--- src/source/rgb_display_macros.svh ---
`ifndef RGB_DISPLAY_MACROS_SVH
`define RGB_DISPLAY_MACROS_SVH

// ------------------------------
// Image geometry
// ------------------------------
`define IMAGE_WIDTH   40                             // Pixels per video line.
`define IMAGE_HEIGHT  48                             // Lines per image.
`define IMAGE_SIZE    (`IMAGE_WIDTH * `IMAGE_HEIGHT) // Pixels per image.

// ------------------------------
// Frame memory
// ------------------------------
`define IMAGE_IN_RAM          3                               // Images held.
`define RAM_DEPTH             (`IMAGE_SIZE * `IMAGE_IN_RAM)   // Words.
`define SLICES_BEFORE_STREAM  1        // Whole images before stream_ready.
`define RAM_ADDR_WIDTH        13       // Covers RAM_DEPTH.
`define RAM_DATA_WIDTH        16       // One 5-6-5 pixel.

`endif

--- src/source/rgb_display_pkg.sv ---
`include "rgb_display_macros.svh"

package rgb_display_pkg;

    // ------------------------------
    // Stored pixel word
    // ------------------------------
    // Written as colour fields by the capture side, stored raw, read back
    // as fields by the streamer.
    typedef union packed {
        logic [`RAM_DATA_WIDTH-1:0] raw;   // Memory view.
        struct packed {
            logic [4:0] red;               // Top 5 red bits.
            logic [5:0] green;             // Top 6 green bits.
            logic [4:0] blue;              // Top 5 blue bits.
        } field;
    } pixel_word_u;

    // ------------------------------
    // SPI command byte
    // ------------------------------
    localparam int CMD_CAPTURE_BIT = 0;    // Capture enable.
    localparam int CMD_DISPLAY_BIT = 1;    // Display enable.

endpackage

--- src/source/ram_if.sv ---
`include "rgb_display_macros.svh"

// Write and read ports of the frame memory.
interface ram_if;

    logic [`RAM_ADDR_WIDTH-1:0] wr_addr;   // Write address.
    logic [`RAM_DATA_WIDTH-1:0] wr_data;   // Raw pixel word.
    logic                       wr_en;     // Write strobe.
    logic [`RAM_ADDR_WIDTH-1:0] rd_addr;   // Read address.
    logic [`RAM_DATA_WIDTH-1:0] rd_data;   // One cycle after rd_addr.

    modport writer (
        output wr_addr, wr_data, wr_en     // Capture side.
    );

    modport reader (
        output rd_addr,                    // Streamer side.
        input  rd_data
    );

    modport memory (
        input  wr_addr, wr_data, wr_en, rd_addr,
        output rd_data
    );

endinterface

--- src/source/rgb_capture.sv ---
`include "rgb_display_macros.svh"

module rgb_capture
    import rgb_display_pkg::*;
(
    input  logic        rgb_clk,
    input  logic        nrst,
    input  logic [23:0] rgb,
    input  logic        hsync,
    input  logic        vsync,
    input  logic        capture_enable,
    ram_if.writer       ram,
    output logic        write_enable,
    output logic        stream_ready
);

    logic                       blanking;    // Either sync low.
    logic                       store;       // Pixel stored at next rise.
    logic                       stored;      // Pixel stored at last rise.
    logic                       mem_full;    // Last word written.
    logic                       at_last;     // Address on last word.
    logic [`RAM_ADDR_WIDTH-1:0] pixel_cnt;   // Pixels stored since enable.
    pixel_word_u                pix;         // Packed 5-6-5 word.

    // ------------------------------
    // Pixel packing
    // ------------------------------
    assign pix.field.red   = rgb[23:19];     // Drop low red bits.
    assign pix.field.green = rgb[15:10];     // Drop low green bits.
    assign pix.field.blue  = rgb[7:3];       // Drop low blue bits.
    assign ram.wr_data     = pix.raw;

    // ------------------------------
    // Write gating
    // ------------------------------
    assign blanking     = ~hsync | ~vsync;
    assign write_enable = ~blanking & capture_enable;   // Low in reset via enable.
    assign store        = write_enable & ~mem_full;
    assign ram.wr_en    = store;
    assign at_last      = ram.wr_addr == `RAM_ADDR_WIDTH'(`RAM_DEPTH - 1);

    // Rising edge side counts stored pixels and tracks the memory end.
    always_ff @(posedge rgb_clk or negedge nrst) begin
        if (!nrst) begin
            stored       <= 1'b0;
            mem_full     <= 1'b0;
            pixel_cnt    <= '0;
            stream_ready <= 1'b0;
        end else if (!capture_enable) begin
            stored       <= 1'b0;            // Fresh start on next enable.
            mem_full     <= 1'b0;
            pixel_cnt    <= '0;
            stream_ready <= 1'b0;
        end else begin
            stored <= store;
            if (store) begin
                pixel_cnt <= pixel_cnt + 1'b1;
                if (at_last) begin
                    mem_full <= 1'b1;        // No further writes.
                end
            end
            // Sticky once one full image is in memory.
            stream_ready <= stream_ready |
                (pixel_cnt >= `RAM_ADDR_WIDTH'(`IMAGE_SIZE * `SLICES_BEFORE_STREAM));
        end
    end

    // Falling edge side steps the address half a cycle ahead of the write.
    always_ff @(negedge rgb_clk or negedge nrst) begin
        if (!nrst) begin
            ram.wr_addr <= '0;
        end else if (!capture_enable) begin
            ram.wr_addr <= '0;               // Back to image start.
        end else if (stored && !at_last) begin
            ram.wr_addr <= ram.wr_addr + 1'b1;   // Next free word.
        end
    end

endmodule

--- src/flat_wrapper.sv ---
// flat-port wrapper written by rule: the top's interface ports become plain ports
module rgb_capture_flat import rgb_display_pkg::*;
  (rgb_clk, nrst, rgb, hsync, vsync, capture_enable, write_enable, stream_ready, ram_wr_addr, ram_wr_data, ram_wr_en);
  ram_if ram_i ();
  input  logic rgb_clk;
  input  logic nrst;
  input  logic [23:0] rgb;
  input  logic hsync;
  input  logic vsync;
  input  logic capture_enable;
  output logic write_enable;
  output logic stream_ready;
  output wire logic [$bits(ram_i.wr_addr)-1:0] ram_wr_addr;
  output wire logic [$bits(ram_i.wr_data)-1:0] ram_wr_data;
  output wire logic [$bits(ram_i.wr_en)-1:0] ram_wr_en;
  assign ram_wr_addr = ram_i.wr_addr;
  assign ram_wr_data = ram_i.wr_data;
  assign ram_wr_en = ram_i.wr_en;
  rgb_capture u_core (.rgb_clk(rgb_clk), .nrst(nrst), .rgb(rgb), .hsync(hsync), .vsync(vsync), .capture_enable(capture_enable), .ram(ram_i), .write_enable(write_enable), .stream_ready(stream_ready));
endmodule
--- config.mk ---
export PLATFORM = sky130hd
export DESIGN_NAME = rgb_capture_flat
export DESIGN_NICKNAME = d
export VERILOG_FILES = /design/src/source/rgb_display_pkg.sv /design/src/source/ram_if.sv /design/src/source/rgb_capture.sv /design/src/flat_wrapper.sv
export VERILOG_INCLUDE_DIRS = /design/src /design/src/source
export SDC_FILE = /design/constraint.sdc
export NUM_CORES = 1
export LEC_CHECK = 0
export BUFFER_PORTS_ARGS = -buffer_cell sky130_fd_sc_hd__buf_4
export CORE_MARGIN = 10
export CORE_UTILIZATION = 25
export DETAILED_ROUTE_END_ITERATION = 7
export PLACE_DENSITY = 0.51
export SLEW_MARGIN = 30
export SYNTH_ARGS = -nofsm -noshare
export SYNTH_HDL_FRONTEND = slang
export SYNTH_SLANG_ARGS = --single-unit
--- constraint.sdc ---
create_clock -name rgb_clk -period 1.7 [get_ports rgb_clk]
set_clock_uncertainty 0.15 [all_clocks]
set_input_delay 0.34 -clock rgb_clk [delete_from_list [all_inputs] [get_ports rgb_clk]]
set_output_delay 0.34 -clock rgb_clk [all_outputs]
set_load 0.02 [all_outputs]
# [Word level (Yosys, flattened, before mapping)]
# Index checks and enable logic that the tools add are counted.
[word_totals] regBits=29 latch_bits=0 mem_bits_rw=0 rom_bits=0 inputBits=29 out_inout_bits=32 memories=0
[classes] n_addsub=2 mul=0 n_div=0 order_cmp=1 eq_ne=4 shift=0 muxes=9 n_bitwise=8 reduce_logical=3
[op_table] cell="2-to-1 mux 13 bit" count=4
[op_table] cell="adder 13 x 1 -> 13 bit (second input constant)" count=2
[op_table] cell="equality test 13 bit (second input constant)" count=1
[op_table] cell="greater-or-equal comparator 13 x 11 -> 1 bit (second input constant)" count=1
[op_table] cell="inequality test 2 x 1 -> 1 bit (second input constant)" count=3
[op_table] cell="2-to-1 mux 1 bit" count=5
[op_table] cell="NOT 1 bit" count=4
[op_table] cell="bitwise AND 1 bit" count=2
[op_table] cell="OR 1 bit" count=2
[op_table] cell="AND reduction 2 bit" count=1
[op_table] cell="logical AND 1 bit" count=1
[op_table] cell="logical NOT 1 bit" count=1

# [Depth between registers and ports, before layout]
[depth] word_depth=7 depth_mapped=6 ltp_nobuf=5

==> flow_summary.json <==
{
  "die_area_sq_mm": 0.0102,
  "grt_use_total_pct": 8.63,
  "n_antenna_cell": 0,
  "holdWs_ns": 0.0226,
  "top_layer": "met4",
  "routedWlPerCell_um": 13.5,
  "synth.cell_area_sq_mm": 0.00165,
  "clkPwrFrac_pct": 48.1,
  "combPwrFrac_pct": 7.0,
  "cts_tree": "done",
  "slew-limit-headroom_pct": 73.0,
  "viasPerCell": 4.58,
  "synth_top_area_share_pct": 24.3,
  "crit_slowest_cell": "dfrtn_1",
  "worst_r2r_endpoint": "u_core.mem_full",
  "rsz0062_at_grt": "true",
  "ys_seq_area_share_pct": 44.1,
  "die_y_um": 101,
  "ys_warn_count": 0,
  "violations": "setup timing",
  "rows": 29,
  "hp-class": "in2async",
  "crit_chain": "ha_2, nand4_1, buf_6, nor4_4, a21oi_1, nor2b_1",
  "path_buf_inv": 1,
  "endpoint_kind": "flop",
  "gr-total-overflow": 0,
  "swShare_pct": 21.5,
  "synthFlopType": "dfrtp_1",
  "start_kind": "flop",
  "report.final.slew_viol_count": 0,
  "syn_nets": 203,
  "start_util_pct": 25.8,
  "drc": 0,
  "cts-buffers-inserted": 5,
  "grt_pass1_vias": 1398,
  "hold_violations": 0,
  "die_w_um": 101,
  "max_cap_viol_count": 0,
  "post-synth-top-count-cell": "nand2_1",
  "synthArstFlopShare_pct": 100,
  "post-dp-hpwl_mm": 3.03,
  "io_pins": 61,
  "ir_drop_mv": 0.406,
  "synth_top_area_cell": "dfrtp_1",
  "synth-edff-count": 0,
  "p_leak_nw": 1.23,
  "setup_viol": 27,
  "reg2reg_from": "u_core.ram.wr_addr[1]",
  "finalPower_mw": 1.56,
  "utilization_pct": 39.9,
  "drt_iter0_markers": 53,
  "ys_types": 39,
  "wl_met2_mm": 1.81,
  "p_sw_mw": 0.336,
  "arrival_ns": 2.45,
  "powerDensity_mw_per_mm2": 613,
  "htreeDepth": 2,
  "clockBufferDepth": 2,
  "post_route_cells_drive_above_1_share_pct": 44.0,
  "stdcell_area_sq_mm": 0.00255,
  "intPower_mw": 1.23,
  "first_pass_iters": 4,
  "ys_seq_elements": 29,
  "clk_latency_ns": 0.29,
  "wl_met1_mm": 2.06,
  "routabilityCongestion": 0.743,
  "slowest_delay_ns": 0.41,
  "num-nets-final": 265,
  "worst_pin_slew_ns": 0.404,
  "core_area_sq_mm": 0.00639,
  "cts_sinks": 29,
  "critPathKind": "reg2reg",
  "grt_max_degree": 17,
  "fillers": 644,
  "area_growth_pct": 55.1,
  "totalWireLength_mm": 4.19,
  "worst_path_dominant_cell_family": "simple AND/OR/NAND/NOR gates",
  "syn_avg_cell_area_sq_um": 9.62,
  "rrSetupSlack_ns": -0.68,
  "grt_pass1_wl_mm": 7.04,
  "required_ns": 1.76,
  "clkTransAtPathRegs_ns": 0.07,
  "power_frac_seq_pct": 44.9,
  "root_buffer": "clkbuf_8",
  "detail-route-antenna-nets": 0,
  "portBuffers": 20,
  "synthTopCellsByArea": "dfrtp_1 (24%), dfrtn_1 (20%), buf_4 (7.3%), nand2_1 (4.8%), and2_1 (3.8%)",
  "synth_common_cells": "nand2_1 (21), buf_4 (16), dfrtp_1 (16)",
  "status": "finished, violations left",
  "crit_fanout": 2,
  "antenna_found_initial": 0,
  "fin_ws_ns": -0.684,
  "via_count": 1425,
  "reg2reg_depth": 6,
  "postCtsHoldBufs": 0,
  "wl_met3_um": 278,
  "synth_cells": 171,
  "placed_area_sq_mm": 0.00211
}
[worst reg2reg max path, stage by stage, from the launching register on]
cell and delay (ns):
dfrtn_1 0.41, ha_2 0.17, nand4_1 0.10, buf_6 0.15, nor4_4 0.28, a21oi_1 0.10
nor2b_1 0.10
[state kept, by name, indices dropped and copies added, names as in the netlist]
register and flops:
u_core.mem_full 1, u_core.pixel_cnt 13, u_core.stored 1, u_core.stream_ready 1, u_core.ram.wr_addr 13
[power by group through the flow]
stage          Clock [mW]  Combinational [mW]  Sequential [mW]
2_1_floorplan           0              0.0990            0.717
5_1_grt             0.807               0.123            0.702
6_report            0.752               0.109            0.702
3_3_place_gp            0              0.0978            0.714
4_1_cts             0.769               0.110            0.702
3_5_place_dp            0              0.0989            0.715
[final cells by class]
| class | count | area (sq um) | share of cell area (%) |
|---|---|---|---|
| Sequential cell | 29 | 726 | 28.4 |
| Timing Repair Buffer | 76 | 699 | 27.4 |
| Multi-Input combinational cell | 115 | 888 | 34.8 |
| Clock inverter | 1 | 30.0 | 1.18 |
| Inverter | 6 | 25.0 | 0.981 |
| Tap cell | 77 | 96.3 | 3.78 |
| Clock buffer | 7 | 86.3 | 3.38 |
[layout by cell type (no fill, tap or decap), drive strengths merged, types with 2 or more instances in the layout]
cell    count
a21boi      2
a21oi       2
a31oi       3
and2       10
and4        2
buf        76
clkbuf      7
dfrtn      13
dfrtp      16
ha          3
inv         6
mux2i       6
nand2      21
nand2b      3
nand3      11
nand4       7
nor2        8
nor2b       2
nor3        2
nor4        4
o21ai       6
or4b        2
xnor2       7
xor2        2
[repair_timing]
item                                    in CTS  in global routing
endpoints found under the setup margin      28                 29
gates resized for setup                     39                 11
buffers inserted                            12                  6
pin swaps                                   22                  6
[worst max path at each step]
stage | start | to | cells past startpoint | slack (ns)
6_report | u_core.ram.wr_addr[1] | u_core.mem_full | 6 | -0.68
5_1_grt | u_core.ram.wr_addr[1] | u_core.mem_full | 6 | -0.79
4_1_cts | u_core.ram.wr_addr[1] | u_core.mem_full | 6 | -0.70
3_5_place_dp | u_core.ram.wr_addr[11] | u_core.mem_full | 4 | -0.77
3_3_place_gp | u_core.ram.wr_addr[11] | u_core.mem_full | 4 | -0.75
2_1_floorplan | u_core.ram.wr_addr[12] | u_core.mem_full | 4 | -0.93
[per-stage QoR]
step                      std cells  setup WS, ns  TNS [ns]
after global placement          288        -0.749    -10.66
final                           311        -0.684    -13.39
after detailed placement        288        -0.772    -10.82
after CTS                       307        -0.696    -13.55
after floorplan                 171        -0.931     -7.82
after global routing            311        -0.787    -14.74
[cell families (layout without fill, tap and decap cells)]
group | Yosys count | after routing | synth area share, %
buffers and inverters | 27 | 90 | 9.96
multiplexers | 6 | 6 | 3.65
flip-flops | 29 | 29 | 44.1
AND/OR/NAND/NOR | 78 | 78 | 26.5
adder cells (fa/ha/maj) | 3 | 3 | 2.28
AO/OA/AOI/OAI | 19 | 19 | 8.75
XOR/XNOR | 9 | 9 | 4.79
[per-layer routing]
metal / vias to the layer above / GRT usage (%)
met4: 0 / 3.00
met1: 680 / 11.8
li1: 707 / -
met5: - / 0
met3: 5 / 3.29
met2: 33 / 12.1
Note: power is estimated with default switching activity, not from simulation.
