$ cat src/source/rgb_display_macros.svh
`ifndef RGB_DISPLAY_MACROS_SVH
`define RGB_DISPLAY_MACROS_SVH

// ------------------------------
// Image geometry
// ------------------------------
`define IMAGE_WIDTH   40                             // Pixels per video line.
`define IMAGE_HEIGHT  48                             // Lines per image.
`define IMAGE_SIZE    (`IMAGE_WIDTH * `IMAGE_HEIGHT) // Pixels per image.

// ------------------------------
// Frame memory
// ------------------------------
`define IMAGE_IN_RAM          3                               // Images held.
`define RAM_DEPTH             (`IMAGE_SIZE * `IMAGE_IN_RAM)   // Words.
`define SLICES_BEFORE_STREAM  1        // Whole images before stream_ready.
`define RAM_ADDR_WIDTH        13       // Covers RAM_DEPTH.
`define RAM_DATA_WIDTH        16       // One 5-6-5 pixel.

`endif

$ cat src/source/rgb_display_pkg.sv
`include "rgb_display_macros.svh"

package rgb_display_pkg;

    // ------------------------------
    // Stored pixel word
    // ------------------------------
    // Written as colour fields by the capture side, stored raw, read back
    // as fields by the streamer.
    typedef union packed {
        logic [`RAM_DATA_WIDTH-1:0] raw;   // Memory view.
        struct packed {
            logic [4:0] red;               // Top 5 red bits.
            logic [5:0] green;             // Top 6 green bits.
            logic [4:0] blue;              // Top 5 blue bits.
        } field;
    } pixel_word_u;

    // ------------------------------
    // SPI command byte
    // ------------------------------
    localparam int CMD_CAPTURE_BIT = 0;    // Capture enable.
    localparam int CMD_DISPLAY_BIT = 1;    // Display enable.

endpackage

$ cat src/source/ram_if.sv
`include "rgb_display_macros.svh"

// Write and read ports of the frame memory.
interface ram_if;

    logic [`RAM_ADDR_WIDTH-1:0] wr_addr;   // Write address.
    logic [`RAM_DATA_WIDTH-1:0] wr_data;   // Raw pixel word.
    logic                       wr_en;     // Write strobe.
    logic [`RAM_ADDR_WIDTH-1:0] rd_addr;   // Read address.
    logic [`RAM_DATA_WIDTH-1:0] rd_data;   // One cycle after rd_addr.

    modport writer (
        output wr_addr, wr_data, wr_en     // Capture side.
    );

    modport reader (
        output rd_addr,                    // Streamer side.
        input  rd_data
    );

    modport memory (
        input  wr_addr, wr_data, wr_en, rd_addr,
        output rd_data
    );

endinterface

$ cat src/source/slice_streamer.sv
`include "rgb_display_macros.svh"

module slice_streamer
    import rgb_display_pkg::*;
(
    input  logic       rgb_clk,
    input  logic       nrst,
    input  logic       stream_ready,
    input  logic       display_enable,
    ram_if.reader      ram,
    output logic [4:0] led_r,
    output logic [4:0] led_g,
    output logic [4:0] led_b,
    output logic       led_valid,
    output logic       slice_start
);

    logic                                run;        // Both enables high.
    logic [$clog2(`IMAGE_HEIGHT)-1:0]    row;        // Row within slice.
    logic [$clog2(`IMAGE_WIDTH)-1:0]     col;        // Current slice.
    logic                                valid_p1;   // Read data valid.
    logic                                start_p1;   // Read data starts slice.
    pixel_word_u                         pix_rd;     // Returned word.

    assign run = stream_ready & display_enable;

    // ------------------------------
    // Address generation
    // ------------------------------
    // Column order, one address per cycle.
    assign ram.rd_addr = `RAM_ADDR_WIDTH'(row) * `RAM_ADDR_WIDTH'(`IMAGE_WIDTH)
                       + `RAM_ADDR_WIDTH'(col);

    always_ff @(posedge rgb_clk or negedge nrst) begin
        if (!nrst) begin
            row <= '0;
            col <= '0;
        end else if (!run) begin
            row <= '0;                       // Restart at column 0.
            col <= '0;
        end else if (row == `IMAGE_HEIGHT - 1) begin
            row <= '0;
            if (col == `IMAGE_WIDTH - 1) begin
                col <= '0;                   // Wrap to first slice.
            end else begin
                col <= col + 1'b1;
            end
        end else begin
            row <= row + 1'b1;
        end
    end

    // ------------------------------
    // Control pipeline
    // ------------------------------
    // Stage 1 lines up with rd_data, stage 2 with the LED register.
    always_ff @(posedge rgb_clk or negedge nrst) begin
        if (!nrst) begin
            valid_p1    <= 1'b0;
            start_p1    <= 1'b0;
            led_valid   <= 1'b0;
            slice_start <= 1'b0;
        end else begin
            valid_p1    <= run;
            start_p1    <= run && row == '0;  // First pixel of column.
            led_valid   <= valid_p1;
            slice_start <= start_p1;
        end
    end

    // ------------------------------
    // Colour decode
    // ------------------------------
    assign pix_rd = ram.rd_data;

    always_ff @(posedge rgb_clk) begin
        led_r <= pix_rd.field.red;
        led_g <= pix_rd.field.green[5:1];    // Lowest green bit dropped.
        led_b <= pix_rd.field.blue;
    end

endmodule

$ cat src/flat_wrapper.sv
// flat-port wrapper written by rule: the top's interface ports become plain ports
module slice_streamer_flat import rgb_display_pkg::*;
  (rgb_clk, nrst, stream_ready, display_enable, led_r, led_g, led_b, led_valid, slice_start, ram_rd_addr, ram_rd_data);
  ram_if ram_i ();
  input  logic rgb_clk;
  input  logic nrst;
  input  logic stream_ready;
  input  logic display_enable;
  output logic [4:0] led_r;
  output logic [4:0] led_g;
  output logic [4:0] led_b;
  output logic led_valid;
  output logic slice_start;
  output wire logic [$bits(ram_i.rd_addr)-1:0] ram_rd_addr;
  input wire logic [$bits(ram_i.rd_data)-1:0] ram_rd_data;
  assign ram_rd_addr = ram_i.rd_addr;
  assign ram_i.rd_data = ram_rd_data;
  slice_streamer u_core (.rgb_clk(rgb_clk), .nrst(nrst), .stream_ready(stream_ready), .display_enable(display_enable), .ram(ram_i), .led_r(led_r), .led_g(led_g), .led_b(led_b), .led_valid(led_valid), .slice_start(slice_start));
endmodule
$ cat config.mk
export PLATFORM = sky130hd
export DESIGN_NAME = slice_streamer_flat
export DESIGN_NICKNAME = d
export VERILOG_FILES = /design/src/source/rgb_display_pkg.sv /design/src/source/ram_if.sv /design/src/source/slice_streamer.sv /design/src/flat_wrapper.sv
export VERILOG_INCLUDE_DIRS = /design/src /design/src/source
export SDC_FILE = /design/constraint.sdc
export NUM_CORES = 1
export LEC_CHECK = 0
export BUFFER_PORTS_ARGS = -buffer_cell sky130_fd_sc_hd__buf_2
export CAP_MARGIN = 25
export CORE_ASPECT_RATIO = 0.5
export CORE_UTILIZATION = 35
export DETAILED_ROUTE_END_ITERATION = 16
export PLACE_DENSITY = 0.71
export SLEW_MARGIN = 20
export SYNTH_ARGS = -nofsm -noshare
export SYNTH_HDL_FRONTEND = slang
export SYNTH_SLANG_ARGS = --single-unit
$ cat constraint.sdc
create_clock -name rgb_clk -period 2.3 [get_ports rgb_clk]
set_input_delay 0.345 -clock rgb_clk [delete_from_list [all_inputs] [get_ports rgb_clk]]
set_output_delay 0.345 -clock rgb_clk [all_outputs]
set_load 0.1 [all_outputs]
Yosys cells after proc, flatten, opt, wreduce, memory -nomap -nowiden --
Cells that the tools add are included. Widths: inputs -> output; s select.
Storage, ports and cells: bits in registers 31, output and inout bits 30, input port bits 20, logic and storage cells 24
Operators by class: add/subtract/negate cells 3, muxes and demuxes 5, bitwise gates (word level) 1, reduce and logical (&&, ||, !) cells 2, equal/unequal tests 3, multiply operators 1
Operators by type and width (number):
- $mux 6 | 5
- $add 12x6->13 | 1
- $add 6x1->6 const B | 2
- $eq 6x6->1 const B | 2
- $mul 6x3->9 const B | 1
- $logic_not 6->1 | 1
- $ne 2x2->1 const B | 1
- $and 1x1->1 | 1
- $logic_and 1x1->1 | 1

Logic depth before layout (Yosys ltp) --
Gate-level depths: netlist of run 1.
depth in word-level cells 4, depth in mapped cells 8, mapped depth without buffers 8

Least setup slack after synthesis of run 1 --
Ideal clock, no wire load.
kind register -> output, start point reg u_core.row[3], end point out ram_rd_addr[10], data required time 1955 ps, path buffers 0, stages on the path, launching flop included 9, slack -1333 ps, arrival 3288 ps, cell sequence dfrtp_1 ha_1 ha_1 inv_1 fa_1 nand2b_1 a21oi_1 xnor2_1 xnor2_1
Between the ends: word-level cells in the longest chain between the ends 2
RTL lines:
- from (decl) | line slice_streamer.sv:19 | logic [$clog2(`IMAGE_HEIGHT)-1:0] row;
- from (signal assigned) | line slice_streamer.sv:49 | row <= row + 1'b1;
- $mul 6x3->9 (no source line)
- $add 12x6->13 (no source line)
- to (decl) | line flat_wrapper.sv:14 | output wire logic [$bits(ram_i.rd_addr)-1:0] ram_rd_addr;
No other way between the ends.

Final worst setup path of run 1 --
start point reg u_core.row[3], end point out ram_rd_addr[11]
The elaborated chain is that of the path after synthesis.

==> results of run 1 <==
==> worst max path at each step <==
| stage | end | slack, ns |
|---|---|---|
| final | ram_rd_addr[11] | -0.80 |
| after global routing | ram_rd_addr[10] | -0.91 |
| after CTS | ram_rd_addr[10] | -0.78 |
| after detailed placement | ram_rd_addr[10] | -0.47 |
| after global placement | ram_rd_addr[10] | -0.43 |
| after floorplan | ram_rd_addr[11] | -0.75 |
==> critical path: stages (launching register included) <==
cell     delay, ns
dfrtp_1       0.38
ha_1          0.30
ha_2          0.19
inv_2         0.06
fa_2          0.45
buf_4         0.15
buf_6         0.12
or3_4         0.41
o31ai_4       0.22
buf_12        0.21
==> kinds of logic (layout without fill, tap and decap cells) <==
| group | count (synthesis) | count (layout) |
|---|---|---|
| buffers and inverters | 16 | 91 |
| AO/OA/AOI/OAI | 17 | 17 |
| XOR/XNOR | 13 | 13 |
| AND/OR/NAND/NOR | 41 | 41 |
| flip-flops | 31 | 31 |
| other | 1 | 1 |
| multiplexers | 2 | 2 |
| adder cells (fa/ha/maj) | 16 | 16 |
==> Yosys cell counts, drive strengths merged (2+ instances only) <==
master	n	area share
fa	2	0.027
xnor2	9	0.054
nand3	7	0.027
mux2i	2	0.014
xor2	4	0.024
a21oi	6	0.021
ha	14	0.12
dfrtp	16	0.27
a21boi	2	0.010
o21ai	4	0.019
nand2b	2	0.0086
buf	4	0.021
dfxtp	15	0.21
nand2	6	0.015
nor3	3	0.010
inv	12	0.031
nor2	13	0.033
and3	3	0.013
==> cell type report <==
| class | count | share of cell area |
|---|---|---|
| flip-flops and latches | 31 | 0.302 |
| inverters | 12 | 0.0194 |
| repair buffers | 71 | 0.235 |
| well taps | 54 | 0.0291 |
| clock buffers | 7 | 0.0328 |
| clock inverters | 1 | 0.00215 |
| multi-input cells | 90 | 0.380 |
==> state kept, by name, summed over array words and instances (netlist names) <==
signal and count:
u_core.col 6, u_core.led_b 5, u_core.led_g 5, u_core.led_r 5, u_core.led_valid 1, u_core.row 6, u_core.slice_start 1, u_core.start_p1 1
u_core.valid_p1 1
==> metrics by stage <==
step	cell area (µm²)	util	std cells	setup TNS (ns)	total power [mW]
3_3_place_gp	2120	0.539	254	-1.16	0.822
5_1_grt	2320	0.589	266	-3.58	1.27
6_report	2320	0.589	266	-3.09	1.22
3_5_place_dp	2120	0.539	254	-1.33	0.826
4_1_cts	2260	0.573	264	-2.79	1.23
2_1_floorplan	1580	-	137	-2.99	0.768
==> repair_timing <==
item                                   CTS  global route
endpoints found under the hold margin   16             0
setup endpoints to repair                6             7
buffers inserted                         1             2
pin swaps                                1             1
hold buffers                             1             0
gates resized for setup                  4             8
==> report_power, final <==
group	leakage [nW]	total, mW	switching (mW)	internal [mW]
Clock	0.0422	0.395	0.184	0.212
Sequential	0.343	0.570	0.00762	0.562
Combinational	0.693	0.251	0.197	0.0541
==> layer usage <==
| metal | global-route usage | part of all wire |
|---|---|---|
| met1 | 0.151 | 0.41 |
| met3 | 0.0365 | 0.043 |
| met2 | 0.291 | 0.53 |
| met5 | 0 | 0 |
| met4 | 0.0831 | 0.014 |
==> results.ini, run 1 <==
[timing]
hold_viol = 0
finalSetupViolCount = 5
max_freq_mhz = 322
setup_slack_ns = -0.802
skew_ns = 0.00590
layout_min_cycle_time_ns = 3.10
holdWs_ns = 0.164
rsz0062_at_grt = yes
fin_crit_sh = 1.35
drv_slew = 0

[worst_setup_path]
r2r-end = u_core.col[5]
worstSetupPathType = flip-flop to output port
startpoint = u_core.row[3]
critPathRequiredTime_ns = 1.96
r2r_cells = 7
r2r_slack_ns = 0.50
worstPathArrival_ns = 2.76
crit_fanout = 3
r2r-start = u_core.row[0]
endpoint_kind = output port
cp-start-kind = flip-flop

[place]
gp_congestion = 0.762
port_buffers = 47
dp_hpwl_um = 2350
dpl_worst_slack_ns = -0.468

[global_routing]
grt_usage = 0.146
grt_max_degree = 17
gr-total-overflow = 0
grt_pass1_vias = 1118
grt_antenna_before_repair = 0
grt_first_pass_wirelength_um = 4750

[floorplan]
start_util = 0.371
die_h_um = 47.7
die_area_um2 = 4460
num_rows = 16
pin_count = 50
core_area_um2 = 3940
fp.dieW_um = 93.4

[layout]
layout_commonest_cell = buf_2
multiInputGateArea_um2 = 883
diodes = 0
drive_above_1_share = 0.472
most-common-layout-cells = 39 x buf_2, 21 x buf_4, 15 x dfrtp_1, 15 x dfxtp_1, 13 x nor2_1
nFillCells = 333
nNetsFinal = 247
regArea_um2 = 702
area_growth_pct = 58.9

[detailed_routing]
ant_nets = 0
via_per_inst = 4.56
vias = 1214
drt_wl_total_um = 3050
drtIter0Drc = 49
drt-pass1-iter-count = 4
drc = 0
wl_per_cell_um = 11.5

[synthesis]
avgSynthCellArea_um2 = 10.7
synthFlopType = dfrtp_1
async_flop_share = 0.516
synth-seq-cells = 31
synth_area_um2 = 1460
synth_cell_types = 33
yosysSeqAreaShare = 0.479
synth_top_family_by_area = adder cells
synth_edf_count = 0
synth_cells = 137
synth-compound-area-share = 0.0838
synth.area.mux_share = 0.0137
yosysWarnings = 0
syn_nets = 173
synth-simple-area-share = 0.145
synth-xor-area-share = 0.0778
synth_fa_ha_area_frac = 0.147

[pwr]
power_leakage_nw = 1.08
p_per_area_nw_per_um2 = 523
peakVddDrop_v = 0.000450

[hold_path]
hold_depth = 1
hp-class = input pin to flip-flop
holdPathEnd = u_core.led_g[2]
worstHoldStart = ram_rd_data[8]

[clocking]
path_clk_slew_ns = 0.07
cts_buffer_depth = 2
clk_latency_ns = 0.28
numCtsBuffers = 5
root_buffer = clkbuf_8
cts_tree = done
cts.sinks = 31
cts_htree_levels = 2

[status]
violations = negative setup slack
status = complete, but fails checks

[run]
max_cap_violations = 0

(Power assumes the default switching activity.)
==> inputs of run 2 (changes only) <==
CORE_UTILIZATION = 30   (was 35)
PLACE_DENSITY = 0.64   (was 0.71)
==> results.ini, run 2 (synthesis gave the netlist of run 1 again) <==
[status]
status = complete, but fails checks  ; unchanged
violations = negative setup slack  ; unchanged

[floorplan]
core_area_um2 = 4530  ; was 3940 µm²
num_rows = 17  ; was 16
pin_count = 50  ; unchanged
die_area_um2 = 5180  ; was 4460 µm²
start_util = 0.323  ; was 0.371
die_h_um = 51.4  ; was 47.7 µm
fp.dieW_um = 101  ; was 93.4 µm

[pwr]
p_per_area_nw_per_um2 = 537  ; was 523 nW/µm²
power_frac_comb = 0.201  ; was 0.206
switching_share = 0.315  ; was 0.319
switching_power_uw = 394  ; was 388 µW
p_seq_frac = 0.455  ; was 0.469
clockPowerShare = 0.344  ; was 0.325
peakVddDrop_v = 0.000389  ; was 0.000450 V
p_int_uw = 857  ; was 828 µW
power_leakage_nw = 1.08  ; about the same

[global_routing]
gr-total-overflow = 0  ; unchanged
grt_antenna_before_repair = 0  ; unchanged
use_met2 = 0.227  ; was 0.291
grt_usage = 0.126  ; was 0.146
globalRoute.busiestLayer = met2  ; unchanged
use_met1 = 0.136  ; was 0.151
grt_pass1_vias = 1162  ; was 1118
grt_first_pass_wirelength_um = 4830  ; was 4750 µm
gr-usage-met3 = 0.0342  ; was 0.0365
grt_max_degree = 17  ; unchanged

[worst_setup_path]
path_cells = ha_1 -> ha_2 -> inv_2 -> fa_2 -> buf_4 -> buf_6 -> or3_4 -> o31ai_4 -> buf_12  ; unchanged
cp-start-kind = flip-flop  ; unchanged
critPathRequiredTime_ns = 1.96  ; about the same
worstPathArrival_ns = 2.76  ; about the same
r2r_slack_ns = 0.50  ; about the same
endpoint_kind = output port  ; unchanged
r2r_cells = 7  ; unchanged
startpoint = u_core.row[3]  ; unchanged
crit_end = ram_rd_addr[11]  ; unchanged
slowest_stage = fa_2  ; unchanged
r2r-start = u_core.row[0]  ; unchanged
r2r-end = u_core.col[3]  ; was u_core.col[5]
crit_fanout = 3  ; unchanged
slowest_delay_ns = 0.44  ; was 0.45 ns
worstSetupPathType = flip-flop to output port  ; unchanged

[detailed_routing]
drt_wl_total_um = 2960  ; was 3050 µm
drc = 0  ; unchanged
ant_nets = 0  ; unchanged
via_per_inst = 4.34  ; was 4.56
drt-pass1-iter-count = 4  ; unchanged
drtIter0Drc = 41  ; was 49
vias = 1203  ; was 1214
wl_per_cell_um = 10.7  ; was 11.5 µm

[place]
port_buffers = 47  ; unchanged
gp_congestion = 0.749  ; was 0.762
dpl_worst_slack_ns = -0.461  ; was -0.468 ns
dp_hpwl_um = 2330  ; was 2350 µm

[timing]
hold_viol = 0  ; unchanged
setup_slack_ns = -0.804  ; was -0.802 ns
layout_min_cycle_time_ns = 3.10  ; about the same
drv_slew = 0  ; unchanged
skew_ns = 0.00738  ; was 0.00590 ns
max_freq_mhz = 322  ; about the same
finalSetupViolCount = 5  ; unchanged
rsz0062_at_grt = yes  ; unchanged
fin_crit_sh = 1.35  ; about the same
setup_tns_ns = -3.02  ; was -3.09 ns

[clocking]
cts_htree_levels = 2  ; unchanged
numCtsBuffers = 5  ; unchanged
cts_buffer_depth = 2  ; unchanged
cts_tree = done  ; unchanged
path_clk_slew_ns = 0.07  ; about the same
clk_latency_ns = 0.28  ; about the same
root_buffer = clkbuf_8  ; unchanged
cts.sinks = 31  ; unchanged

[layout]
nNetsFinal = 246  ; was 247
most-common-layout-cells = 39 x buf_2, 20 x buf_4, 16 x dfrtp_1  ; was 39 x buf_2, 21 x buf_4, 15 x dfrtp_1, 15 x dfxtp_1, 13 x nor2_1
layout_commonest_cell = buf_2  ; unchanged
diodes = 0  ; unchanged
reg_top3 = u_core.col: 6 flops, u_core.row: 6 flops  ; unchanged
area_growth_pct = 59.3  ; was 58.9%
drive_above_1_share = 0.474  ; was 0.472

[hold_path]
hp-class = input pin to flip-flop  ; unchanged

[run]
max_cap_violations = 0  ; unchanged

run 2: worst max-delay path: cells and delay by family, from the launching register on:
kind	cells	cell delay, ns
DFF	1	0.38
buffers and inverters	4	0.54
and+or+nand+nor	1	0.41
adders and majority gates	3	0.93
AOI/OAI and AO/OA	1	0.22
run 2: area by class of cell:
| type | instances | area, µm² |
|---|---|---|
| flip-flops and latches | 31 | 701 |
| well taps | 66 | 82.6 |
| repair buffers | 70 | 538 |
| multi-input cells | 90 | 872 |
| fillers | 407 | 2200 |
| clock buffers | 7 | 86.3 |
| inverters | 12 | 45.0 |
| clock inverters | 1 | 5.00 |
run 2: metrics by stage:
stage / area [µm²] / utilization / cells / hold WS, ns / total power [mW]
finish: 2330 / 0.514 / 277 / 0.165 / 1.25
detailed placement: 2130 / 0.471 / 265 / 0.281 / 0.826
global placement: 2130 / 0.471 / 265 / 0.272 / 0.824
CTS: 2290 / 0.506 / 275 / 0.154 / 1.27
global route: 2330 / 0.514 / 277 / 0.149 / 1.30
floorplan: 1580 / - / 137 / 0.0494 / 0.768
run 2: what timing repair did:
item,4_1_cts,5_1_grt
hold buffers,1,0
endpoints found under the hold margin,16,0
pin swaps,2,4
endpoints found under the setup margin,6,7
setup buffers,1,2
gates resized for setup,6,4
run 2: per-layer routing:
layer | vias to the layer above | wire, µm
li1 | 600 | -
met1 | 569 | 1290
met2 | 26 | 1490
met3 | 8 | 112
met4 | 0 | 65
met5 | - | 0
run 2: power by group through the flow:
stage | combinational [mW] | clock (mW) | sequential [mW]
floorplan | 0.0709 | 0 | 0.697
finish | 0.251 | 0.430 | 0.569
CTS | 0.252 | 0.451 | 0.569
global placement | 0.245 | 0 | 0.579
detailed placement | 0.246 | 0 | 0.580
global route | 0.261 | 0.471 | 0.571
run 2: worst min-delay path by stage:
stage / start / to / cells after the start
floorplan: nrst / u_core.col[0] / 0
global placement: nrst / u_core.col[0] / 1
detailed placement: nrst / u_core.col[0] / 1
CTS: ram_rd_data[10] / u_core.led_g[4] / 1
global route: ram_rd_data[2] / u_core.led_b[2] / 1
finish: ram_rd_data[2] / u_core.led_b[2] / 1
