`config.mk`:
```
export PLATFORM = sky130hd
export DESIGN_NAME = spi_control
export DESIGN_NICKNAME = d
export VERILOG_FILES = /design/src/source/rgb_display_pkg.sv /design/src/source/spi_control.sv
export VERILOG_INCLUDE_DIRS = /design/src /design/src/source
export SDC_FILE = /design/constraint.sdc
export NUM_CORES = 1
export LEC_CHECK = 0
export ABC_CLOCK_PERIOD_IN_PS = 2800
export CAP_MARGIN = 10
export CORE_MARGIN = 8
export CORE_UTILIZATION = 36
export CTS_BUF_LIST = sky130_fd_sc_hd__clkbuf_4 sky130_fd_sc_hd__clkbuf_8
export DETAILED_ROUTE_END_ITERATION = 10
export DONT_BUFFER_PORTS = 1
export PLACE_DENSITY = 0.59
export SKIP_CTS_REPAIR_TIMING = 1
export SKIP_LAST_GASP = 1
export SYNTH_ARGS = -nofsm -noshare
export SYNTH_HDL_FRONTEND = slang
export SYNTH_SLANG_ARGS = --single-unit
export TNS_END_PERCENT = 5
```
`constraint.sdc`:
```
create_clock -name rgb_clk -period 2.8 [get_ports rgb_clk]
set_input_delay 0.28 -clock rgb_clk [delete_from_list [all_inputs] [get_ports rgb_clk]]
set_output_delay 0.28 -clock rgb_clk [all_outputs]
set_load 0.01 [all_outputs]
```
`src/source/rgb_display_macros.svh`:
```
`ifndef RGB_DISPLAY_MACROS_SVH
`define RGB_DISPLAY_MACROS_SVH

// ------------------------------
// Image geometry
// ------------------------------
`define IMAGE_WIDTH   40                             // Pixels per video line.
`define IMAGE_HEIGHT  48                             // Lines per image.
`define IMAGE_SIZE    (`IMAGE_WIDTH * `IMAGE_HEIGHT) // Pixels per image.

// ------------------------------
// Frame memory
// ------------------------------
`define IMAGE_IN_RAM          3                               // Images held.
`define RAM_DEPTH             (`IMAGE_SIZE * `IMAGE_IN_RAM)   // Words.
`define SLICES_BEFORE_STREAM  1        // Whole images before stream_ready.
`define RAM_ADDR_WIDTH        13       // Covers RAM_DEPTH.
`define RAM_DATA_WIDTH        16       // One 5-6-5 pixel.

`endif

```
`src/source/rgb_display_pkg.sv`:
```
`include "rgb_display_macros.svh"

package rgb_display_pkg;

    // ------------------------------
    // Stored pixel word
    // ------------------------------
    // Written as colour fields by the capture side, stored raw, read back
    // as fields by the streamer.
    typedef union packed {
        logic [`RAM_DATA_WIDTH-1:0] raw;   // Memory view.
        struct packed {
            logic [4:0] red;               // Top 5 red bits.
            logic [5:0] green;             // Top 6 green bits.
            logic [4:0] blue;              // Top 5 blue bits.
        } field;
    } pixel_word_u;

    // ------------------------------
    // SPI command byte
    // ------------------------------
    localparam int CMD_CAPTURE_BIT = 0;    // Capture enable.
    localparam int CMD_DISPLAY_BIT = 1;    // Display enable.

endpackage

```
`src/source/spi_control.sv`:
```
module spi_control
    import rgb_display_pkg::*;
(
    input  logic rgb_clk,
    input  logic nrst,
    input  logic spi_sck,
    input  logic spi_cs_n,
    input  logic spi_mosi,
    output logic capture_enable,
    output logic display_enable
);

    logic [2:0] sck_sr;      // Two sync stages plus edge history.
    logic [2:0] cs_sr;       // Same for chip select.
    logic [1:0] mosi_sr;     // Two sync stages.
    logic       sck_rise;    // Sampling edge.
    logic       cs_fall;     // Frame start.
    logic       cs_rise;     // Frame end.
    logic       cs_active;   // Chip select low.
    logic [3:0] bit_cnt;     // Saturates at 15.
    logic [7:0] shift_reg;   // Command byte, MSB first.

    // ------------------------------
    // Pin synchronizers
    // ------------------------------
    always_ff @(posedge rgb_clk or negedge nrst) begin
        if (!nrst) begin
            sck_sr  <= '0;
            cs_sr   <= '1;           // Deselected at idle.
            mosi_sr <= '0;
        end else begin
            sck_sr  <= {sck_sr[1:0], spi_sck};
            cs_sr   <= {cs_sr[1:0], spi_cs_n};
            mosi_sr <= {mosi_sr[0], spi_mosi};
        end
    end

    assign sck_rise  = sck_sr[1] & ~sck_sr[2];
    assign cs_fall   = ~cs_sr[1] & cs_sr[2];
    assign cs_rise   = cs_sr[1] & ~cs_sr[2];
    assign cs_active = ~cs_sr[1];

    // ------------------------------
    // Byte receiver
    // ------------------------------
    always_ff @(posedge rgb_clk) begin
        if (cs_active && sck_rise) begin
            shift_reg <= {shift_reg[6:0], mosi_sr[1]};   // Same age as sck.
        end
    end

    always_ff @(posedge rgb_clk or negedge nrst) begin
        if (!nrst) begin
            bit_cnt        <= '0;
            capture_enable <= 1'b0;
            display_enable <= 1'b0;
        end else begin
            if (cs_fall || cs_rise) begin
                bit_cnt <= '0;           // New frame or frame done.
            end else if (cs_active && sck_rise && bit_cnt != 4'hf) begin
                bit_cnt <= bit_cnt + 1'b1;
            end
            // Only a complete byte updates the enables.
            if (cs_rise && bit_cnt == 4'd8) begin
                capture_enable <= shift_reg[CMD_CAPTURE_BIT];
                display_enable <= shift_reg[CMD_DISPLAY_BIT];
            end
        end
    end

endmodule

```
# [Word level (Yosys, flattened, before mapping)]
# Index checks and enable logic that the tools add are counted.
[op_classes] add_sub_neg=1 n_eq_ne=2 n_mux=2 n_bitwise=6 n_reduce_logical=5
[op_table] cell="$mux 4" n=2
[op_table] cell="$add 4x1->4 const B" n=1
[op_table] cell="$eq 4x4->1 const B" n=1
[op_table] cell="$ne 4x4->1 const B" n=1
[op_table] cell="$and 1x1->1" n=3
[op_table] cell="$logic_and 1x1->1" n=3
[op_table] cell="$not 1->1" n=3
[op_table] cell="$reduce_bool 2->1" n=1
[op_table] cell="$logic_or 1x1->1" n=1
[word_totals] regBits=16 out_inout_bits=2 word_cells=23

# [Depth between registers and ports, before layout]
# Gate-level depths: netlist of run 1.
[logic_depth] ltp_word=6 ltp_mapped=4 ltp_nobuf=4

# [Worst setup path before layout of run 1]
# No wires, ideal clock.
[synth_path] kind="register to register" startpoint="reg cs_sr[2]" endpoint="reg capture_enable" setup_ps=125 arrival_ps=1127 t_required_ps=2675 slack_ps=1548 stages_incl_launch_ff=5 n_path_buf=0 synth_period_minus_slack_ps=1252 path_cell_list="dfstp_2 > inv_1 > ha_1 > nand4b_1 > mux2_2"
[synth_between] elab_chain_len=3
[synth_rtl] element="start, declared" line="spi_control.sv:14" text="logic [2:0] cs_sr;"
[synth_rtl] element="start signal, assigned" line="spi_control.sv:33" text="cs_sr <= {cs_sr[1:0], spi_cs_n};"
[synth_rtl] element="$not 1->1" line="spi_control.sv:40" text="assign cs_rise = cs_sr[1] & ~cs_sr[2];"
[synth_rtl] element="$and 1x1->1" line="spi_control.sv:40"
[synth_rtl] element="$logic_and 1x1->1" line="spi_control.sv:64" text="if (cs_rise && bit_cnt == 4'd8) begin"
[synth_rtl] element="end signal, assigned" line="spi_control.sv:65" text="capture_enable <= shift_reg[CMD_CAPTURE_BIT];"
[synth_rtl] element="end, declared" line="spi_control.sv:9" text="output logic capture_enable,"
# No other way between the ends.
# A chain may end at the register's enable or synchronous reset.

# [Worst setup path after layout of run 1]
[layout_path] startpoint="reg cs_sr[2]" endpoint="reg display_enable"
[layout_between] elab_chain_len=3
[layout_rtl] element="$not 1->1" line="spi_control.sv:40"
[layout_rtl] element="$and 1x1->1" line="spi_control.sv:40"
[layout_rtl] element="$logic_and 1x1->1" line="spi_control.sv:64"
[layout_rtl] element="end signal, assigned" line="spi_control.sv:66" text="display_enable <= shift_reg[CMD_DISPLAY_BIT];"
[layout_rtl] element="end, declared" line="spi_control.sv:10" text="output logic display_enable"
# No other way between the ends.

==> impl_metrics.csv, run 1 <==
group,metric,value,unit
cts,numCtsBuffers,3,
cells_and_area,areaGrowthSynthToFinish,11.7,%
yosys,synth.distinct_cells,17,
cts,cts_root_buf,"clkbuf_4",
cts,clkTransAtPathRegs,0.09,ns
critical_path,cp_max_fo,2,
critical_path,crit_arrival,1.48,ns
hold_path,holdPathStages,0,
drt,viasPerCell,4.98,
power,p_int,0.000317,W
floorplan,design.core.area,1650,um^2
cells_and_area,utilization,41.2,%
yosys,synth_edf_count,2,
yosys,syn_nets,50,
yosys,synth_area,609,um^2
critical_path,worst-r2r-cell-count,4,
power,seqPwrFrac,63.3,%
critical_path,critPathRequiredTime,2.97,ns
cts,cts.sinks,16,
cells_and_area,drive_gt1_share,25.0,%
cells_and_area,final_nets,57,
cells_and_area,multi_input_area,180,um^2
yosys,yosysSeqAreaShare,68.0,%
placement,port-buffer-count,0,
power,power_leakage,0.298,nW
critical_path,worstReg2RegEnd,"display_enable$_DFFE_PN0P_",
global_routing,gr-total-overflow,0,
cells_and_area,layout_common_cells,"dfrtp_1 (11), inv_1 (4), nand2_1 (4), clkbuf_4 (4)",
floorplan,floorplan.rows,15,
cts,clock_path_buffers,2,
drt,drt-total-wl,771,um
placement,dp.final_hpwl,594,um
yosys,synth-async-reset-ratio,87.5,%
sta,worst_slew_pin_slew,0.600,ns
sta,setup_viol,0,
floorplan,num_io_pins,7,
cells_and_area,largestRegisters,"bit_cnt: 4 flops, cs_sr: 3 flops, sck_sr: 3 flops",
cells_and_area,final_common_cell,"dfrtp_1",
hold_path,whs_endpoint,"mosi_sr[0]$_DFF_PN0_",
sta,hold_violations,0,
sta,skew,0.0136,ns
floorplan,die_w,57.1,um
critical_path,reg2reg_setup_slack,1.50,ns
cells_and_area,diodes,0,
flow_run,drv_cap,0,
critical_path,crit_path_start_kind,"flop",
sta,slew_violations,0,
critical_path,timing.rr.start,"cs_sr[2]$_DFF_PN1_",
global_routing,grt_pass1_wl,1.39,mm
cells_and_area,top_register,"bit_cnt",
global_routing,grt_usage,5.68,%
yosys,avgSynthCellArea,14.5,um^2
floorplan,dieArea,3260,um^2
cts,cts_max_level,1,
status,status,"finished clean",
placement,dpl-instance-area,631,um^2
power,comb_power_share,4.7,%
drt,vias,324,
yosys,synth_flop_cell,"dfrtp_1",
hold_path,hp-class,"input port to flop",
cts,worstSkewPairLatency,0.28,ns
cells_and_area,fin_area,681,um^2
cells_and_area,fill_cells,155,
drt,dr.pass1.iters,3,
cts,cts_tree,"yes",
global_routing,grt_pass1_vias,313,
drt,drcViolationCount,0,
power,peakVddDrop,434,uV
yosys,ys_warn_count,0,
hold_path,hold_path.startpoint,"spi_mosi",
global_routing,grt_antenna_before_repair,0,
yosys,synth_cells,42,
power,switching_share,19.4,%
sta,period_needed,1.30,ns
global_routing,grt_max_degree,15,
sta,fin_tns_setup,0,ns
cells_and_area,seqCellArea,414,um^2
sta,period_share,46.6,%
drt,drtIter0Drc,1,
sta,fmax,766,MHz
power,powerDensity,578,nW/um^2
power,pwr-share-clk,32.1,%
floorplan,start_util,36.9,%
cells_and_area,largest_reg_flops,4,
floorplan,die_height,57.1,um
sta,relSlewSlack,59.9,%
critical_path,critPathKind,"flop to flop",
power,p_switching,0.0000765,W
sta,rsz0062_at_grt,"no",
drt,avgRoutedWirePerCell,11.9,um
drt,ant_nets,0,
critical_path,end_kind,"flop",
placement,gp_congestion,0.689,
yosys,ys_ff_latch,16,
synthesized netlist by cell type, drive strengths merged, types with 2 or more instances:
| library cell | instances | area share [%] |
|---|---|---|
| dfrtp | 11 | 45 |
| dfstp | 3 | 13 |
| edfxtp | 2 | 9.9 |
| ha | 3 | 6.2 |
| inv | 4 | 2.5 |
| mux2 | 2 | 3.7 |
| mux2i | 2 | 3.3 |
| nand2 | 4 | 2.5 |
| nand4 | 2 | 2.1 |
| nor3b | 2 | 4.3 |
| o21ai | 2 | 1.6 |
worst max-delay path, stage by stage, from the launching register on:
cell and delay [ns]:
dfstp_2 0.52, inv_1 0.04, ha_1 0.17, nand4b_1 0.13, mux2_2 0.34
cell families (layout without fill, tap and decap cells):
kind of cell | count (synthesis) | in the layout | share of synthesized area (%)
mux | 4 | 4 | 6.98
simple gates | 12 | 12 | 14.0
fa+ha+maj | 3 | 3 | 6.16
compound gates | 3 | 3 | 2.46
flops | 16 | 16 | 68.0
buf+inv | 4 | 10 | 2.46
stage by stage:
stage               hold slack [ns]  std cells  setup slack (ns)  power (W)
global route                 0.0115         65              1.42   0.000417
detailed placement          -0.0152         59              1.49   0.000267
CTS                          -0.331         63              1.48   0.000399
global placement            -0.0152         59              1.53   0.000266
floorplan                   -0.0156         42              1.55   0.000263
finish                       0.0382         65              1.50   0.000394
metal layers:
| layer | track usage (%) | up-vias | wire length (um) |
|---|---|---|---|
| met2 | 7.60 | 9 | 351 |
| met3 | 4.66 | 2 | 67 |
| met5 | 0 | - | 0 |
| met4 | 2.01 | 0 | 9 |
| met1 | 6.52 | 156 | 342 |
| li1 | - | 157 | - |
layout make-up:
cell class,count,area share [%]
flip-flops and latches,16,60.8
repair buffers,2,2.94
clock buffers,4,4.41
multi-input cells,22,26.5
inverters,4,2.21
well taps,17,3.12
worst max path at each step:
stage	from	to	slack, ns
2_1_floorplan	cs_sr[2]$_DFF_PN1_	capture_enable$_DFFE_PN0P_	1.55
3_3_place_gp	cs_sr[2]$_DFF_PN1_	capture_enable$_DFFE_PN0P_	1.53
3_5_place_dp	cs_sr[2]$_DFF_PN1_	display_enable$_DFFE_PN0P_	1.49
4_1_cts	cs_sr[2]$_DFF_PN1_	display_enable$_DFFE_PN0P_	1.48
5_1_grt	cs_sr[2]$_DFF_PN1_	bit_cnt[0]$_DFFE_PN0P_	1.42
6_report	cs_sr[2]$_DFF_PN1_	display_enable$_DFFE_PN0P_	1.50
power groups by stage:
| stage | Sequential [W] | Combinational (W) | Clock [W] |
|---|---|---|---|
| 2_1_floorplan | 0.000253 | 0.0000102 | 0 |
| 3_3_place_gp | 0.000254 | 0.0000127 | 0 |
| 3_5_place_dp | 0.000254 | 0.0000130 | 0 |
| 4_1_cts | 0.000249 | 0.0000132 | 0.000136 |
| 5_1_grt | 0.000250 | 0.0000216 | 0.000145 |
| 6_report | 0.000249 | 0.0000184 | 0.000126 |
(Power assumes the default switching activity.)
==> run 2, diff against run 1 <==
--- a/config.mk
+++ b/config.mk
@@ -6,14 +6,14 @@
 export SDC_FILE = /design/constraint.sdc
 export NUM_CORES = 1
 export LEC_CHECK = 0
-export ABC_CLOCK_PERIOD_IN_PS = 2800
+export ABC_CLOCK_PERIOD_IN_PS = 1100
 export CAP_MARGIN = 10
 export CORE_MARGIN = 8
 export CORE_UTILIZATION = 36
 export CTS_BUF_LIST = sky130_fd_sc_hd__clkbuf_4 sky130_fd_sc_hd__clkbuf_8
 export DETAILED_ROUTE_END_ITERATION = 10
 export DONT_BUFFER_PORTS = 1
-export PLACE_DENSITY = 0.59
+export PLACE_DENSITY = 0.61
 export SKIP_CTS_REPAIR_TIMING = 1
 export SKIP_LAST_GASP = 1
 export SYNTH_ARGS = -nofsm -noshare
==> constraint.sdc (replaced) <==
create_clock -name rgb_clk -period 1.1 [get_ports rgb_clk]
set_input_delay 0.11 -clock rgb_clk [delete_from_list [all_inputs] [get_ports rgb_clk]]
set_output_delay 0.11 -clock rgb_clk [all_outputs]
set_load 0.01 [all_outputs]
==> impl_metrics.csv, run 2 (synthesis gave the netlist of run 1 again) <==
group,metric,value,unit
hold_path,hp-class,"input port to asynchronous set/reset pin",
floorplan,die_height,57.1,um
floorplan,dieArea,3260,um^2
sta,setup_ws,-0.182,ns
cts,cts_tree,"yes",
power,p_int,0.000851,W
global_routing,grt_pass1_wl,1.52,mm
sta,worst_slew_pin_slew,0.620,ns
status,violations,"negative setup slack",
critical_path,critPathKind,"flop to flop",
power,switching_share,19.9,%
floorplan,start_util,36.9,%
sta,hold_violations,0,
critical_path,cp_max_fo,2,
placement,dpl_worst_slack,-0.189,ns
cells_and_area,final_cell_count_no_fill,69,
cts,worstSkewPairLatency,0.28,ns
critical_path,critPathSlowestCell,"dfstp_2",
critical_path,crit_family,"flip-flops",
global_routing,grt_pass1_vias,339,
sta,period_needed,1.28,ns
floorplan,floorplan.rows,15,
cells_and_area,top_register,"bit_cnt",
placement,dp.final_hpwl,620,um
cells_and_area,utilization,43.9,%
cts,cts_max_level,1,
critical_path,end_kind,"flop",
sta,period_share,117,%
critical_path,slowest_delay,0.52,ns
power,p_switching,0.000211,W
placement,dpl.cell_count,61,
drt,drcViolationCount,0,
power,pwr-share-clk,35.1,%
cells_and_area,final_nets,61,
drt,avgRoutedWirePerCell,11.8,um
sta,fmax,780,MHz
sta,slew_violations,0,
cells_and_area,largest_reg_flops,4,
sta,setup_viol,8,
floorplan,design.core.area,1650,um^2
global_routing,grt_max_degree,15,
floorplan,die_w,57.1,um
cts,cts_root_buf,"clkbuf_4",
cts,cts.sinks,16,
sta,rsz0062_at_grt,"yes",
critical_path,path_cells,"inv_1 -> ha_2 -> nand4b_1 -> mux2_2",
cells_and_area,final_common_cell,"dfrtp_1",
cts,numCtsBuffers,3,
power,powerDensity,1470,nW/um^2
power,seqPwrFrac,59.7,%
cts,clkTransAtPathRegs,0.09,ns
drt,viasPerCell,4.99,
cts,clock_path_buffers,2,
cells_and_area,layout_common_cells,"dfrtp_1 (11), inv_1 (4), nand2_1 (4), dlygate4sd3_1 (4)",
drt,ant_nets,0,
drt,vias,344,
critical_path,reg2reg_setup_slack,-0.18,ns
placement,port-buffer-count,0,
flow_run,drv_cap,0,
power,peakVddDrop,753,uV
cells_and_area,largestRegisters,"bit_cnt: 4 flops, cs_sr: 3 flops, sck_sr: 3 flops",
global_routing,grt_antenna_before_repair,0,
cells_and_area,areaGrowthSynthToFinish,18.9,%
drt,dr.pass1.iters,3,
cells_and_area,diodes,0,
power,power_leakage,0.318,nW
sta,relSlewSlack,58.5,%
drt,drtIter0Drc,3,
floorplan,num_io_pins,7,
power,comb_power_share,5.2,%
cells_and_area,drive_gt1_share,28.8,%
global_routing,grt_usage,6.16,%
critical_path,path_buf_inv,1,
global_routing,gr-total-overflow,0,
critical_path,critPathRequiredTime,1.28,ns
placement,gp_congestion,0.670,
drt,drt-total-wl,815,um
status,status,"finished with violations",
critical_path,crit_arrival,1.46,ns
critical_path,crit_path_start_kind,"flop",
sta,skew,0.00787,ns
run 2: cell count changes in the layout (fill, tap and decap cells not counted):
cell           previous run  this run
buf_4                     0         2
clkbuf_4                  4         3
ha_2                      0         1
clkbuf_8                  0         1
ha_1                      3         2
dlygate4sd3_1             2         4
run 2: final timing paths:
check	startpoint	to	cells after the start
min in group rgb_clk	mosi_sr[0]$_DFF_PN0_	mosi_sr[1]$_DFF_PN0_	0
worst min-delay path	nrst	bit_cnt[3]$_DFFE_PN0P_	1
max in group asynchronous	nrst	mosi_sr[1]$_DFF_PN0_	1
worst max register to register	cs_sr[2]$_DFF_PN1_	capture_enable$_DFFE_PN0P_	4
worst max-delay path	cs_sr[2]$_DFF_PN1_	capture_enable$_DFFE_PN0P_	4
worst min register to register	mosi_sr[0]$_DFF_PN0_	mosi_sr[1]$_DFF_PN0_	0
run 2: per-layer routing:
| layer | vias to the layer above | global-route usage (%) | share of wire [%] |
|---|---|---|---|
| met5 | - | 0 | 0 |
| met4 | 0 | 1.01 | 0 |
| met3 | 0 | 5.32 | 11 |
| met2 | 9 | 8.22 | 42 |
| met1 | 167 | 7.41 | 46 |
| li1 | 168 | - | - |
run 2: worst register-to-register path, stage by stage, from the launching register on:
cell	delay (ns)
dfstp_2	0.52
inv_1	0.04
ha_2	0.15
nand4b_1	0.13
mux2_2	0.34
run 2: through the flow:
stage / setup TNS (ns) / hold WS [ns] / instance area (um^2) / power [W]
finish: -0.817 / 0.272 / 724 / 0.00106
global route: -1.51 / 0.334 / 724 / 0.00112
CTS: -0.990 / -0.504 / 682 / 0.00106
detailed placement: -0.858 / -0.185 / 646 / 0.000680
global placement: -0.793 / -0.185 / 646 / 0.000679
floorplan: -0.384 / -0.186 / 609 / 0.000669
run 2: cell type report:
| class | count | area (um^2) |
|---|---|---|
| Fill cell | 149 | 927 |
| Sequential cell | 16 | 414 |
| Multi-Input combinational cell | 22 | 183 |
| Timing Repair Buffer | 6 | 55.1 |
| Clock buffer | 4 | 36.3 |
| Tap cell | 17 | 21.3 |
| Inverter | 4 | 15.0 |
run 2: power by group through the flow:
stage               logic [W]  registers [W]  clock network [W]
floorplan           0.0000260       0.000643                  0
global placement    0.0000338       0.000645                  0
detailed placement  0.0000343       0.000646                  0
CTS                 0.0000344       0.000635           0.000395
global route        0.0000644       0.000637           0.000424
finish              0.0000549       0.000634           0.000373
==> run 3, diff against run 2 <==
--- a/config.mk
+++ b/config.mk
@@ -9,11 +9,11 @@
 export ABC_CLOCK_PERIOD_IN_PS = 1100
 export CAP_MARGIN = 10
 export CORE_MARGIN = 8
-export CORE_UTILIZATION = 36
+export CORE_UTILIZATION = 30
 export CTS_BUF_LIST = sky130_fd_sc_hd__clkbuf_4 sky130_fd_sc_hd__clkbuf_8
 export DETAILED_ROUTE_END_ITERATION = 10
 export DONT_BUFFER_PORTS = 1
-export PLACE_DENSITY = 0.61
+export PLACE_DENSITY = 0.54
 export SKIP_CTS_REPAIR_TIMING = 1
 export SKIP_LAST_GASP = 1
 export SYNTH_ARGS = -nofsm -noshare
==> impl_metrics.csv, run 3 (synthesis gave the netlist of run 1 again) <==
group,metric,value,unit
status,status,"finished with violations",
status,violations,"negative setup slack",
drt,ant_nets,0,
cells_and_area,final_nets,61,
critical_path,slowest_delay,0.57,ns
drt,viasPerCell,4.51,
cells_and_area,areaGrowthSynthToFinish,23.8,%
sta,period_share,116,%
global_routing,grt_antenna_before_repair,0,
power,powerDensity,1420,nW/um^2
cells_and_area,diodes,0,
sta,period_needed,1.28,ns
flow_run,drv_cap,0,
critical_path,path_cells,"ha_4 -> nand4b_1 -> mux2_4",
placement,dpl.cell_count,71,
critical_path,critPathKind,"flop to flop",
cts,worstSkewPairLatency,0.28,ns
cells_and_area,layout_common_cells,"dfrtp_1 (11), nand2_1 (4), dlygate4sd3_1 (4)",
global_routing,grt_pass1_vias,337,
cts,numCtsBuffers,3,
placement,dp.final_hpwl,635,um
critical_path,crit_arrival,1.45,ns
floorplan,start_util,31.4,%
drt,avgRoutedWirePerCell,11.1,um
sta,rsz0062_at_grt,"yes",
cts,cts_root_buf,"clkbuf_4",
floorplan,design.core.area,1940,um^2
sta,worst_slew_pin_slew,0.634,ns
sta,hold_violations,0,
critical_path,end_kind,"flop",
cells_and_area,largest_reg_flops,4,
power,peakVddDrop,806,uV
floorplan,die_height,61.1,um
cells_and_area,final_cell_count_no_fill,79,
critical_path,critPathSlowestCell,"dfstp_2",
critical_path,cp_max_fo,2,
sta,slew_violations,0,
hold_path,hp-class,"input port to asynchronous set/reset pin",
cts,cts.sinks,16,
placement,port-buffer-count,0,
cells_and_area,fill_cells,195,
cts,clock_path_buffers,2,
drt,drt-total-wl,878,um
global_routing,grt_max_degree,15,
global_routing,gr-total-overflow,0,
sta,setup_viol,8,
sta,skew,0.00410,ns
floorplan,num_io_pins,7,
power,power_leakage,0.325,nW
floorplan,dieArea,3730,um^2
sta,setup_ws,-0.181,ns
critical_path,path_buf_inv,0,
sta,whs,0.283,ns
cts,cts_tree,"yes",
cells_and_area,drive_gt1_share,30.8,%
drt,vias,356,
floorplan,die_w,61.1,um
cells_and_area,final_common_cell,"dfrtp_1",
cells_and_area,largestRegisters,"bit_cnt: 4 flops, cs_sr: 3 flops, sck_sr: 3 flops",
critical_path,crit_path_start_kind,"flop",
cells_and_area,top_register,"bit_cnt",
critical_path,crit_family,"flip-flops",
placement,gp_congestion,0.718,
cts,cts_max_level,1,
global_routing,grt_usage,5.71,%
drt,drcViolationCount,0,
global_routing,grt_pass1_wl,1.51,mm
critical_path,critPathRequiredTime,1.27,ns
floorplan,floorplan.rows,16,
drt,drtIter0Drc,1,
sta,relSlewSlack,57.6,%
cts,clkTransAtPathRegs,0.09,ns
drt,dr.pass1.iters,3,
sta,fmax,781,MHz
[run 3: cell counts in the layout (fill, tap and decap cells not counted)]
No cell type changed its count.
[run 3: area by class of cell]
cell class,count,area [um^2],area share (%)
sequential,16,414,54.9
multi-input combinational,22,200,26.5
timing repair buffer,6,55.1,7.30
clock buffer,4,36.3,4.81
tap,27,33.8,4.48
inverter,4,15.0,1.99
[run 3: power by group]
part           total [W]  internal [W]  leakage [nW]  switching (W)
clock           0.000373      0.000201        0.0210       0.000172
combinational  0.0000635     0.0000326         0.112      0.0000309
sequential      0.000634      0.000623         0.192      0.0000111
[run 3: worst paths after layout]
check	startpoint	end	slack (ns)	depth (start not counted)
worst max-delay path	cs_sr[1]$_DFF_PN1_	display_enable$_DFFE_PN0P_	-0.18	3
worst min-delay path	nrst	capture_enable$_DFFE_PN0P_	0.28	1
worst max register to register	cs_sr[1]$_DFF_PN1_	display_enable$_DFFE_PN0P_	-0.18	3
worst min register to register	mosi_sr[0]$_DFF_PN0_	mosi_sr[1]$_DFF_PN0_	0.35	0
max in group asynchronous	nrst	mosi_sr[0]$_DFF_PN0_	0.41	1
min in group rgb_clk	mosi_sr[0]$_DFF_PN0_	mosi_sr[1]$_DFF_PN0_	0.35	0
[run 3: metrics by stage]
stage,setup TNS [ns],instance area [um^2],power (W),utilization (%),setup slack (ns)
3_3_place_gp,-1.01,658,0.000682,33.9,-0.172
5_1_grt,-1.76,754,0.00112,38.9,-0.259
3_5_place_dp,-1.15,658,0.000683,33.9,-0.194
4_1_cts,-1.31,694,0.00107,35.8,-0.214
2_1_floorplan,-0.384,609,0.000669,-,-0.152
6_report,-1.14,754,0.00107,38.9,-0.181
[run 3: metal layers]
| layer | share of wire [%] | routed length [um] | global-route usage [%] |
|---|---|---|---|
| met1 | 44 | 389 | 6.76 |
| met3 | 10 | 89 | 4.18 |
| met5 | 0 | 0 | 0 |
| met2 | 44 | 384 | 7.76 |
| met4 | 1.5 | 13 | 1.99 |
